`config.mk`:
```
export PLATFORM = sky130hd
export DESIGN_NAME = exe_alu
export DESIGN_NICKNAME = d
export VERILOG_FILES = /design/src/logic/exe_pkg.sv /design/src/logic/exe_alu.sv
export SDC_FILE = /design/constraint.sdc
export NUM_CORES = 1
export LEC_CHECK = 0
export BUFFER_PORTS_ARGS = -buffer_cell sky130_fd_sc_hd__buf_4
export CORE_AREA = 2 2 165 167
export DETAILED_ROUTE_END_ITERATION = 16
export DIE_AREA = 0 0 167 169
export GPL_TIMING_DRIVEN = 0
export SYNTH_ARGS = -nofsm -noshare
export SYNTH_HDL_FRONTEND = slang
export SYNTH_SLANG_ARGS = --single-unit
```
`constraint.sdc`:
```
create_clock -name vclk -period 7.58
set_input_delay 1.516 -clock vclk [all_inputs]
set_output_delay 1.516 -clock vclk [all_outputs]
set_load 0.02 [all_outputs]
```
`src/logic/exe_pkg.sv`:
```
package exe_pkg;

    localparam int xlen           = 32;
    localparam int reg_addr_width = 5;
    localparam int op_width       = 4;

    // alu operations
    localparam logic [op_width-1:0] alu_add  = 4'd0;
    localparam logic [op_width-1:0] alu_sub  = 4'd1;
    localparam logic [op_width-1:0] alu_slt  = 4'd2;
    localparam logic [op_width-1:0] alu_sltu = 4'd3;
    localparam logic [op_width-1:0] alu_and  = 4'd4;
    localparam logic [op_width-1:0] alu_or   = 4'd5;
    localparam logic [op_width-1:0] alu_xor  = 4'd6;
    localparam logic [op_width-1:0] alu_nor  = 4'd7;
    localparam logic [op_width-1:0] alu_sll  = 4'd8;
    localparam logic [op_width-1:0] alu_srl  = 4'd9;
    localparam logic [op_width-1:0] alu_sra  = 4'd10;
    localparam logic [op_width-1:0] alu_lui  = 4'd11;

    // branch conditions
    localparam logic [op_width-1:0] br_jirl = 4'd3;
    localparam logic [op_width-1:0] br_b    = 4'd4;
    localparam logic [op_width-1:0] br_bl   = 4'd5;
    localparam logic [op_width-1:0] br_beq  = 4'd6;
    localparam logic [op_width-1:0] br_bne  = 4'd7;
    localparam logic [op_width-1:0] br_blt  = 4'd8;
    localparam logic [op_width-1:0] br_bge  = 4'd9;
    localparam logic [op_width-1:0] br_bltu = 4'd10;
    localparam logic [op_width-1:0] br_bgeu = 4'd11;

    // predictor categories
    localparam logic [1:0] cat_cond     = 2'd0;
    localparam logic [1:0] cat_jump     = 2'd1;
    localparam logic [1:0] cat_call     = 2'd2;
    localparam logic [1:0] cat_indirect = 2'd3;

    localparam logic [xlen-1:0] link_offset = 32'd4;

    // one opcode field decoded per unit
    typedef union packed {
        logic [op_width-1:0] alu_op;
        logic [op_width-1:0] br_cond;
        struct packed {
            logic       high;
            logic       is_signed;
            logic [1:0] spare;
        } mul;
    } exe_op_u;

endpackage

```
`src/logic/exe_alu.sv`:
```
module exe_alu (
    input  exe_pkg::exe_op_u         op,
    input  logic [exe_pkg::xlen-1:0] src0,
    input  logic [exe_pkg::xlen-1:0] src1,
    output logic [exe_pkg::xlen-1:0] result
);

    logic [4:0] shamt;
    logic       lt_signed;
    logic       lt_unsigned;

    assign shamt       = src1[4:0];
    assign lt_signed   = $signed(src0) < $signed(src1);
    assign lt_unsigned = src0 < src1;

    always_comb begin
        case (op.alu_op)
            exe_pkg::alu_add: begin
                result = src0 + src1;
            end
            exe_pkg::alu_sub: begin
                result = src0 - src1;
            end
            exe_pkg::alu_slt: begin
                result = {{(exe_pkg::xlen-1){1'b0}}, lt_signed};
            end
            exe_pkg::alu_sltu: begin
                result = {{(exe_pkg::xlen-1){1'b0}}, lt_unsigned};
            end
            exe_pkg::alu_and: begin
                result = src0 & src1;
            end
            exe_pkg::alu_or: begin
                result = src0 | src1;
            end
            exe_pkg::alu_xor: begin
                result = src0 ^ src1;
            end
            exe_pkg::alu_nor: begin
                result = ~(src0 | src1);
            end
            exe_pkg::alu_sll: begin
                result = src0 << shamt;
            end
            exe_pkg::alu_srl: begin
                result = src0 >> shamt;
            end
            exe_pkg::alu_sra: begin
                result = $signed(src0) >>> shamt;
            end
            // upper immediate arrives already shifted
            exe_pkg::alu_lui: begin
                result = src1;
            end
            default: begin
                result = '0;
            end
        endcase
    end

endmodule

```
Yosys cells after proc, flatten, opt, wreduce, memory -nomap -nowiden

Index checks and enable logic that the tools add are counted.

Bits in registers: 0
Input bits: 68
Word-level logic and storage cells: 24

Add/subtract/negate cells: 2
Order comparisons: 2
Equality and inequality tests: 11
Shifts and indexed selects: 3
Mux-type cells: 1
Bitwise gates (word level): 4
Reductions and logical operators: 1

Operators by type and width:

| kind                                                | count |
|---|---|
| case mux 32 bit (12 select lines)                   | 1 |
| < comparator 32 bit                                 | 2 |
| adder 32 bit                                        | 1 |
| AND 32 bit                                          | 1 |
| NOT 32 bit                                          | 1 |
| OR 32 bit                                           | 1 |
| left shift 32 x 5 -> 32 bit                         | 1 |
| >> shifter 32 x 5 -> 32 bit                         | 1 |
| >>> shifter 32 x 5 -> 32 bit                        | 1 |
| subtractor 32 bit                                   | 1 |
| bitwise XOR 32 bit                                  | 1 |
| equality test 4 x 3 -> 1 bit, second input constant | 4 |
| equality test 4 bit, second input constant          | 4 |
| equality test 4 x 2 -> 1 bit, second input constant | 2 |
| equality test 4 x 1 -> 1 bit, second input constant | 1 |
| zero test 4 bit                                     | 1 |

Longest topological paths before layout

Gate-level depths: netlist of run 1.

Depth after elaboration: 3
Gate-level depth with buffers: 15

Worst setup path before layout of run 1

No wires, ideal clock.

Path kind: input to output
Start: in src1[2] (netlist name)
End: out result[28] (netlist name)
Arrival: 4.902 ns
Path slack: 1.162 ns
Stages on the path: 15
Path through: clkbuf_1 -> inv_2 -> buf_2 -> buf_2 -> buf_1 -> ha_1 -> nand2b_1 -> a21oi_1 -> o21ai_1 -> or4b_1 -> a311o_1 -> a31oi_2 -> nand3_1 -> nand3b_1 -> a21boi_1

Word-level cells in the longest chain between the ends: 2
Elaborated cells between the ends (all ways): 6

RTL lines:

| what                                            | RTL line      | text |
|---|---|---|
| start, declared                                 | exe_alu.sv:4  | `input logic [exe_pkg::xlen-1:0] src1,` |
| subtractor 32 bit, or another cell as far along | exe_alu.sv:22 | `result = src0 - src1;` |
| case mux 32 bit (12 select lines) *             | exe_alu.sv:17 | `case (op.alu_op)` |
| end, declared                                   | exe_alu.sv:5  | `output logic [exe_pkg::xlen-1:0] result` |

Every way passes the cells marked *; elsewhere a longest branch is shown, timed or not.

Worst setup path in the final report of run 1

Start: in src1[4] (netlist name)
End: out result[0] (netlist name)

Word-level cells in the longest chain between the ends: 2
Elaborated cells between the ends (all ways): 6

RTL lines:

| what                                              | RTL line      | text |
|---|---|---|
| < comparator 32 bit, or another cell as far along | exe_alu.sv:14 | `assign lt_unsigned = src0 < src1;` |
| case mux 32 bit (12 select lines) *               | exe_alu.sv:17 |  |

Marks and branches as above.

==> metrics.md, run 1 <==
| Metric | Value |
|---|---|
| First-pass DRT Iterations | 9 |
| Vias in the first global route | 11634 |
| Critical path cell sequence | buf_4, clkbuf_1, clkinvlp_4, buf_4, clkbuf_2, ha_1, or4_1, o211ai_1, nor3_1, o21ai_1, a21oi_1, a211oi_1, a21oi_1, o211ai_1, buf_4 |
| Cell mode on critical path | buf_4 |
| Startpoint kind of the worst setup timing path | input port |
| Worst EP arrival | 6.04 ns |
| Critical path capture point | result[0] |
| Number of hold-slack violations in the final timing report | 0 |
| Global placer's final weighted congestion | 1.04 |
| Fraction of post-synthesis cell area in the top cell type by area | 13.3% |
| Number of warnings printed during yosys synthesis | 0 |
| Final period demand of the worst path | 7.55 ns |
| Estimated wirelength of the detail-placed design | 42000 um |
| Post-Synthesis Cell Area | 0.00935 sq mm |
| Avg Inst Size Synth | 6.68 sq um |
| Unrepaired setup endpoints after global routing | no |
| Final Routed Wirelength | 52400 um |
| Starting DRC count in detailed routing | 1808 |
| Num sequential | 0 |
| # IOs | 100 |
| Rows | 60 |
| Worst stage delay on the critical path | 0.56 ns |
| Final Max Slew Viols | 0 |
| Largest area contributor in the synthesized netlist | ha_1 |
| Post-Synthesis Cells | 1400 |
| Core area | 0.0265 sq mm |
| Number of inserted filler cells in the final layout | 2915 |
| Type of destination of the critical path | primary output |
| Via density per instance | 6.76 |
| Layout Area Growth over Synthesis | 12.8% |
| Clk_buf instances | 0 |
| Pin slew with the least headroom to its limit | 1.08 ns |
| Number of setup violations in the final report | 0 |
| Req. time, crit path | 6.06 ns |
| Number of nets produced by synthesis | 1569 |
| Area of the die | 0.0282 sq mm |
| Routed via count | 12439 |
| Class of the worst hold path | in2out |
| Antenna violations before repair | 2 |
| Post-layout net count | 1670 |
| Status | finished, final reports clean |
| Critical path type | in2out |
| Unique cell type count in the Yosys netlist | 85 |
| Maximum fanout along the worst path | 11 |
| Ratio of cells with drive above 1 in the final layout | 14.3% |
| Port bufs | 99 |
| Die W | 167 um |
| Post-detailed-route DRC marker count | 0 |
| Sequential fraction of the synthesis area | 0% |
| Area taken by flip-flops and latches | 0 sq um |
| Post-Route Hold Slack | 3.49 ns |
| Final cycle utilization of the critical path | 99.6% |
| Ranking of synthesized cells by area | ha_1 13%, a21oi_1 7.3%, mux2i_1 6.7%, o21ai_0 6.6%, mux4_2 5.5% |
| Total routing resource utilization after global routing | 35.6% |
| Relative slew slack | 27.5% |
| Launching instance or port of the critical path | src1[4] |
| Critical-path cell with the highest stage delay | or4_1 |
| Wire per inst | 28.4 um |
| Max Freq | 132 MHz |
| Maximum number of pins on one net before global-route repair | 21 |
| Cts-stage hold buffer count | 0 |
| Number of max-cap violations | 0 |
| Remaining global-route overflow | 0 |
| Number of nets with antenna violations after routing | 0 |
| Wire length of the first global-routing pass | 77200 um |
| Starting density of the core | 35.3% |
| Die extent in y | 169 um |
-- stage by stage --
stage          std cells  setup slack, ns  area (sq um)  utilization, %  TNS, ns
4_1_cts             1838            0.107         10500            39.7        0
3_5_place_dp        1840           -0.516         10500            39.7    -2.47
5_1_grt             1840           0.0260         10500            39.8        0
6_report            1841           0.0271         10500            39.8        0
2_1_floorplan       1400             1.16          9350               -        0
3_3_place_gp        1840           -0.567         10500            39.7    -3.25
-- worst min path at each step --
stage,cells past startpoint,slack [ns],endpoint,start
finish,4,3.49,result[11],src1[11]
detailed placement,4,3.47,result[11],src1[11]
floorplan,2,3.30,result[14],src1[14]
global route,4,3.51,result[12],src1[12]
global placement,4,3.49,result[11],src1[11]
CTS,4,3.47,result[11],src1[11]
-- cells in the final DEF (no fill, tap or decap), drive strengths merged, types with 10 or more instances in the layout --
cell,instances
nand4,11
xnor2,42
a31oi,16
a211oi,29
ha,99
o221ai,10
o21bai,10
nand2,120
buf,149
a22oi,23
nor2b,11
nand3,20
mux2i,63
nor3,27
a21o,26
a21oi,138
nand2b,18
a221oi,23
clkbuf,71
mux2,26
nor2,129
o21ai,140
or3,10
inv,96
o211ai,20
mux4,23
-- critical path, delay by kind of cell --
| kind | cells | cell delay [ns] |
|---|---|---|
| buffers and inverters | 6 | 1.50 |
| AO/OA/AOI/OAI | 6 | 1.97 |
| adder cells (fa/ha/maj) | 1 | 0.30 |
| AND/OR/NAND/NOR | 2 | 0.72 |
-- synthesized netlist by cell type (8+ instances only) --
cell        n
buf_1       9
a21oi_1   137
a31oi_1    15
nor2b_1    11
inv_1      95
o21ai_1    16
a222oi_1    8
ha_1       99
a21o_1     26
nand4_1    11
nand3_1    20
clkbuf_1   72
buf_2      29
o21bai_1   10
xor2_1      8
o221ai_1   10
nor3_1     26
mux2_2     25
nand2b_1   18
mux4_2     23
a22oi_1    23
o21ai_0   124
a221oi_1   22
mux2i_1    63
xnor2_1    42
nor2_1    129
or3_1      10
a211oi_1   28
o211ai_1   20
o22ai_1     8
nand2_1   120
buf_4       8
-- cell type report --
cell class	count	area [sq um]	share of cell area, %
Multi-Input combinational cell	1182	8440	80.1
Buffer	118	537	5.09
Inverter	97	368	3.49
Tap cell	341	427	4.05
Antenna cell	1	2.50	0.0237
Timing Repair Buffer	102	766	7.27
-- cells by family after synthesis --
family | count (synthesis) | synth area share [%]
fa+ha+maj | 101 | 13.7
xor+xnor | 50 | 4.69
buf+inv | 218 | 9.71
mux | 112 | 15.4
compound gates | 525 | 36.7
simple gates | 394 | 19.8
-- layer usage --
layer | share of wire, % | global-route usage, % | up-vias
li1 | - | - | 5379
met1 | 41 | 49.4 | 5981
met2 | 44 | 56.5 | 929
met3 | 11 | 5.03 | 148
met4 | 4.4 | 12.2 | 2
met5 | 0.023 | 0 | -
-- what timing repair did --
item / in CTS / in global routing
gates resized for setup: 1 / 4
endpoints found under the setup margin: 13 / 3
buffers inserted: 0 / 3
==> run 2: changes to the inputs <==
--- a/config.mk
+++ b/config.mk
@@ -10,6 +10,7 @@
 export DETAILED_ROUTE_END_ITERATION = 16
 export DIE_AREA = 0 0 167 169
 export GPL_TIMING_DRIVEN = 0
+export SETUP_SLACK_MARGIN = 0.3
 export SYNTH_ARGS = -nofsm -noshare
 export SYNTH_HDL_FRONTEND = slang
 export SYNTH_SLANG_ARGS = --single-unit
==> metrics.md, run 2 (same netlist as run 1, synthesis figures left out) <==
| Metric | Value |
|---|---|
| Routed via count | 12335 (-0.84%) |
| Cell family contributing the most delay on the critical path | compound AO/OA/AOI/OAI gates |
| Final Max Slew Viols | 0 (unchanged) |
| Final Routed Wirelength | 52500 um (+0.15%) |
| Remaining global-route overflow | 0 (unchanged) |
| Leading cell type in the layout, fill and taps excluded | a21oi_1 |
| Number of max-cap violations | 0 (unchanged) |
| Setup slack after placement | -0.516 ns (unchanged) |
| Pin slew with the least headroom to its limit | 1.07 ns (-0.0183 ns) |
| Non-Filler Instances | 1841 (unchanged) |
| Startpoint kind of the worst setup timing path | input port |
| Type of destination of the critical path | primary output |
| First-pass DRT Iterations | 6 (-3) |
| Class of the worst hold path | in2out |
| Status | finished, final reports clean |
| Critical path cell sequence | buf_4, inv_4, buf_4, clkbuf_4, clkbuf_4, ha_1, nor2_1, o311a_1, o211ai_1, buf_4, nor3_1, o21ai_2, a21oi_1, a211oi_2, a21oi_1, o211ai_1, buf_4 |
| Instance count after placement with tap cells included | 1840 (unchanged) |
| Critical path type | in2out |
| Number of inserted filler cells in the final layout | 2913 (-0.069%) |
| Rows | 60 (unchanged) |
| Wire length of the first global-routing pass | 77200 um (about the same) |
| Worst stage delay on the critical path | 0.44 ns (-0.12 ns) |
| Unrepaired setup endpoints after global routing | no |
| Total routing resource utilization after global routing | 35.6% (about the same) |
| Die extent in y | 169 um (unchanged) |
| Starting density of the core | 35.3% (unchanged) |
| Post-detailed-route DRC marker count | 0 (unchanged) |
| Global placer's final weighted congestion | 1.04 (unchanged) |
| Area taken by flip-flops and latches | 0 sq um (unchanged) |
| Clk_buf instances | 0 (unchanged) |
| Cts-stage hold buffer count | 0 (unchanged) |
| Core area | 0.0265 sq mm (unchanged) |
| Most frequent cells in the layout | 137 x a21oi_1, 129 x nor2_1, 124 x o21ai_0, 120 x nand2_1, 110 x buf_4 |
| Die W | 167 um (unchanged) |
| Starting DRC count in detailed routing | 1654 (-8.5%) |
| Number of setup violations in the final report | 0 (unchanged) |
| CP bufs+invs | 7 (+1) |
| Number of nets with antenna violations after routing | 0 (unchanged) |
| Max Freq | 143 MHz (+8.2%) |
| Worst EP arrival | 5.47 ns (-0.57 ns) |
| Area of the die | 0.0282 sq mm (unchanged) |
| Relative slew slack | 28.7% (+1.2 points) |
| Cell mode on critical path | buf_4 |
| Port bufs | 99 (unchanged) |
| # IOs | 100 (unchanged) |
| Vias in the first global route | 11685 (+0.44%) |
| Wire per inst | 28.5 um (+0.15%) |
| Antenna violations before repair | 2 (unchanged) |
| Final critical-path setup slack | 0.598 ns (+0.571 ns) |
| Final core utilization | 39.9% (+0.099 points) |
| Post-Route Hold Slack | 3.48 ns (-0.00664 ns) |
| Req. time, crit path | 6.06 ns (about the same) |
| Via density per instance | 6.70 (-0.84%) |
| Final period demand of the worst path | 6.98 ns (-0.571 ns) |
| Num sequential | 0 (unchanged) |
| Maximum fanout along the worst path | 11 (unchanged) |
| Estimated wirelength of the detail-placed design | 42000 um (unchanged) |
| Maximum number of pins on one net before global-route repair | 12 (-43%) |
| Ratio of cells with drive above 1 in the final layout | 14.6% (+0.27 points) |
| Number of hold-slack violations in the final timing report | 0 (unchanged) |
| Layout Area Growth over Synthesis | 13.0% |
| Final cycle utilization of the critical path | 92.1% (-7.5 points) |
| Critical-path cell with the highest stage delay | ha_1 |
| Post-layout net count | 1670 (unchanged) |
[run 2: layout make-up]
type               instances  area, sq um  area share, %
well taps                341          427           4.04
diodes                     1         2.50         0.0237
inverters                 97          367           3.47
multi-input cells       1182         8460           80.1
plain buffers            119          549           5.20
repair buffers           101          758           7.18
[run 2: timing repair]
item,in CTS,in global routing
resized for setup,7,9
setup buffers,1,1
endpoints found under the setup margin,19,12
pin swaps,1,1
[run 2: path summary, 6_finish.rpt]
kind,start,slack (ns),endpoint,cells after the start
hold / removal,src1[11],3.48,result[11],4
setup / recovery,src1[2],0.60,result[0],17
[run 2: tightest hold or removal path: cells and delay by family]
kind,cells,cell delay [ns]
AOI/OAI and AO/OA,2,0.20
buffers and inverters,2,0.25
[run 2: per-stage QoR]
step	cell area, sq um	TNS (ns)
finish	10600	0
global route	10600	0
CTS	10500	0
detailed placement	10500	-2.47
global placement	10500	-3.25
floorplan	9350	0
[run 2: per-layer routing]
layer	routed length (um)	vias to the layer above	GRT usage, %
met4	2380	2	12.6
met3	6030	161	5.40
met5	12	-	0
li1	-	5377	-
met1	21200	5879	49.1
met2	22800	916	56.5
==> run 3: changes to the inputs <==
--- a/config.mk
+++ b/config.mk
@@ -6,9 +6,9 @@
 export NUM_CORES = 1
 export LEC_CHECK = 0
 export BUFFER_PORTS_ARGS = -buffer_cell sky130_fd_sc_hd__buf_4
-export CORE_AREA = 2 2 165 167
+export CORE_AREA = 2 2 151 182
 export DETAILED_ROUTE_END_ITERATION = 16
-export DIE_AREA = 0 0 167 169
+export DIE_AREA = 0 0 153 184
 export GPL_TIMING_DRIVEN = 0
 export SETUP_SLACK_MARGIN = 0.3
 export SYNTH_ARGS = -nofsm -noshare
==> constraint.sdc (replaced) <==
create_clock -name vclk -period 7.68
set_input_delay 1.536 -clock vclk [all_inputs]
set_output_delay 1.536 -clock vclk [all_outputs]
set_load 0.02 [all_outputs]
==> metrics.md, run 3 (same netlist as run 1, synthesis figures left out) <==
| Metric | Value |
|---|---|
| Final cycle utilization of the critical path | 94.5% |
| Antenna violations before repair | 1 (-1) |
| Violations in the final reports | capacitance limit, slew limit |
| Rows | 65 (+8.3%) |
| Peak-usage layer in the global routing report | met2 |
| # IOs | 100 (unchanged) |
| Core area | 0.0263 sq mm (-0.87%) |
| Number of inserted filler cells in the final layout | 2897 (-0.55%) |
| Unrepaired setup endpoints after global routing | no |
| Estimated wirelength of the detail-placed design | 43200 um (+2.7%) |
| Maximum number of pins on one net before global-route repair | 12 (unchanged) |
| Area taken by flip-flops and latches | 0 sq um (unchanged) |
| Post-layout net count | 1671 (+0.060%) |
| M2 GR Usage | 59.5% (+3.1 points) |
| Setup slack after placement | -0.425 ns (+0.0908 ns) |
| Critical path type | in2out |
| Starting density of the core | 35.6% (+0.31 points) |
| Global Route met3 Usage | 4.03% (-1.4 points) |
| Clk_buf instances | 0 (unchanged) |
| Most frequent cells in the layout | 137 x a21oi_1, 129 x nor2_1, 124 x o21ai_0, 120 x nand2_1, 109 x buf_4 |
| Routed via count | 12436 (+0.82%) |
| Cts-stage hold buffer count | 0 (unchanged) |
| Leading cell type in the layout, fill and taps excluded | a21oi_1 |
| Worst EP arrival | 5.72 ns (+0.25 ns) |
| Met1 track utilization from global routing | 47.2% (-1.9 points) |
| Wire length of the first global-routing pass | 78100 um (+1.1%) |
| Maximum fanout along the worst path | 11 (unchanged) |
| Relative slew slack | -7.20% (-36 points) |
| Multi-input gate area | 0.00846 sq mm (unchanged) |
| Status | complete, but fails checks |
| Req. time, crit path | 6.14 ns (+0.08 ns) |
| Remaining global-route overflow | 0 (unchanged) |
| Final period demand of the worst path | 7.26 ns |
| Antenna diode count | 0 (-1) |
| Final critical-path setup slack | 0.421 ns (-0.177 ns) |
| Global placer's final weighted congestion | 1.06 (+2.2%) |
| Cell area power density | 84.0 mW/mm^2 |
| Final core utilization | 40.2% (+0.30 points) |
| Type of destination of the critical path | primary output |
| Area of the die | 0.0282 sq mm (-0.25%) |
| Sum of negative setup slack | 0 ns (unchanged) |
| Layout Area Growth over Synthesis | 12.9% |
| Startpoint kind of the worst setup timing path | input port |
| Die extent in y | 184 um (+8.9%) |
| Maximum vdd drop | 40.7 uV |
| Number of hold-slack violations in the final timing report | 0 (unchanged) |
| Final Max Slew Viols | 5 (+5) |
| Post-detailed-route DRC marker count | 0 (unchanged) |
| Number of max-cap violations | 1 (+1) |
| First-pass DRT Iterations | 6 (unchanged) |
| Via density per instance | 6.78 (+1.1%) |
| Pin slew with the least headroom to its limit | 1.59 ns (+0.525 ns) |
| Ratio of cells with drive above 1 in the final layout | 14.5% (-0.076 points) |
| Leak pwr | 0.00452 uW |
| Port bufs | 99 (unchanged) |
| Class of the worst hold path | in2out |
| Final Routed Wirelength | 53800 um (+2.6%) |
| Number of nets with antenna violations after routing | 0 (unchanged) |
| Number of setup violations in the final report | 0 (unchanged) |
| Starting DRC count in detailed routing | 1604 (-3.0%) |
| Die W | 153 um (-8.4%) |
| Wire per inst | 29.3 um (+3.0%) |
| Vias in the first global route | 11824 (+1.2%) |
| Max Freq | 138 MHz |
| Num sequential | 0 (unchanged) |
| Total routing resource utilization after global routing | 36.5% (+0.87 points) |
-- run 3: cell count changes in the layout (fill, tap and decap cells not counted) --
cell	previous run	this run
buf_2	27	28
buf_4	110	109
clkbuf_1	66	68
clkbuf_2	4	3
diode_2	1	0
inv_2	1	2
inv_4	1	0
-- run 3: repair_timing --
action,in CTS,in global routing
buffers inserted,0,2
setup endpoints to repair,16,11
pin swaps,0,2
gates resized for setup,4,7
-- run 3: layout make-up --
| type | count | area share [%] |
|---|---|---|
| Buffer | 120 | 5.21 |
| Multi-Input combinational cell | 1182 | 80.2 |
| Tap cell | 335 | 3.97 |
| Timing Repair Buffer | 101 | 7.19 |
| Inverter | 97 | 3.45 |
-- run 3: worst max-delay path, cell delays in order --
cell and delay [ns]:
buf_4 0.18, inv_2 0.21, buf_2 0.35, clkbuf_4 0.33
clkbuf_4 0.29, ha_1 0.34, nand2b_1 0.15, a21oi_1 0.15
o21ai_1 0.27, or4b_1 0.60, a31o_2 0.31, o21ai_1 0.12
a31oi_1 0.11, xor2_1 0.21, a221o_1 0.37, buf_4 0.17
-- run 3: power by group --
group | leakage, uW | switching (uW) | internal, uW
Combinational | 0.00452 | 575 | 312
Clock | 0 | 0 | 0
Sequential | 0 | 0 | 0
Total | 0.00452 | 575 | 312
-- run 3: per-stage QoR --
step	cell area [sq um]	instances	hold slack (ns)	power, uW
floorplan	9350	1400	3.34	531
global placement	10500	1834	3.48	851
detailed placement	10500	1834	3.48	845
CTS	10500	1833	3.47	850
global route	10600	1835	3.53	933
finish	10600	1835	3.48	886
-- run 3: worst paths after layout --
kind                         end  depth (start not counted)     from  slack (ns)
worst min-delay path   result[9]                          4  src1[9]        3.48
worst max-delay path  result[24]                         16  src1[2]        0.42
-- run 3: layer usage --
| metal | wire, um | part of all wire, % |
|---|---|---|
| met1 | 20500 | 38 |
| met2 | 23900 | 44 |
| met3 | 5480 | 10 |
| met4 | 3980 | 7.4 |
| met5 | 0 | 0 |
No activity file was read; power rests on OpenSTA's default activity.
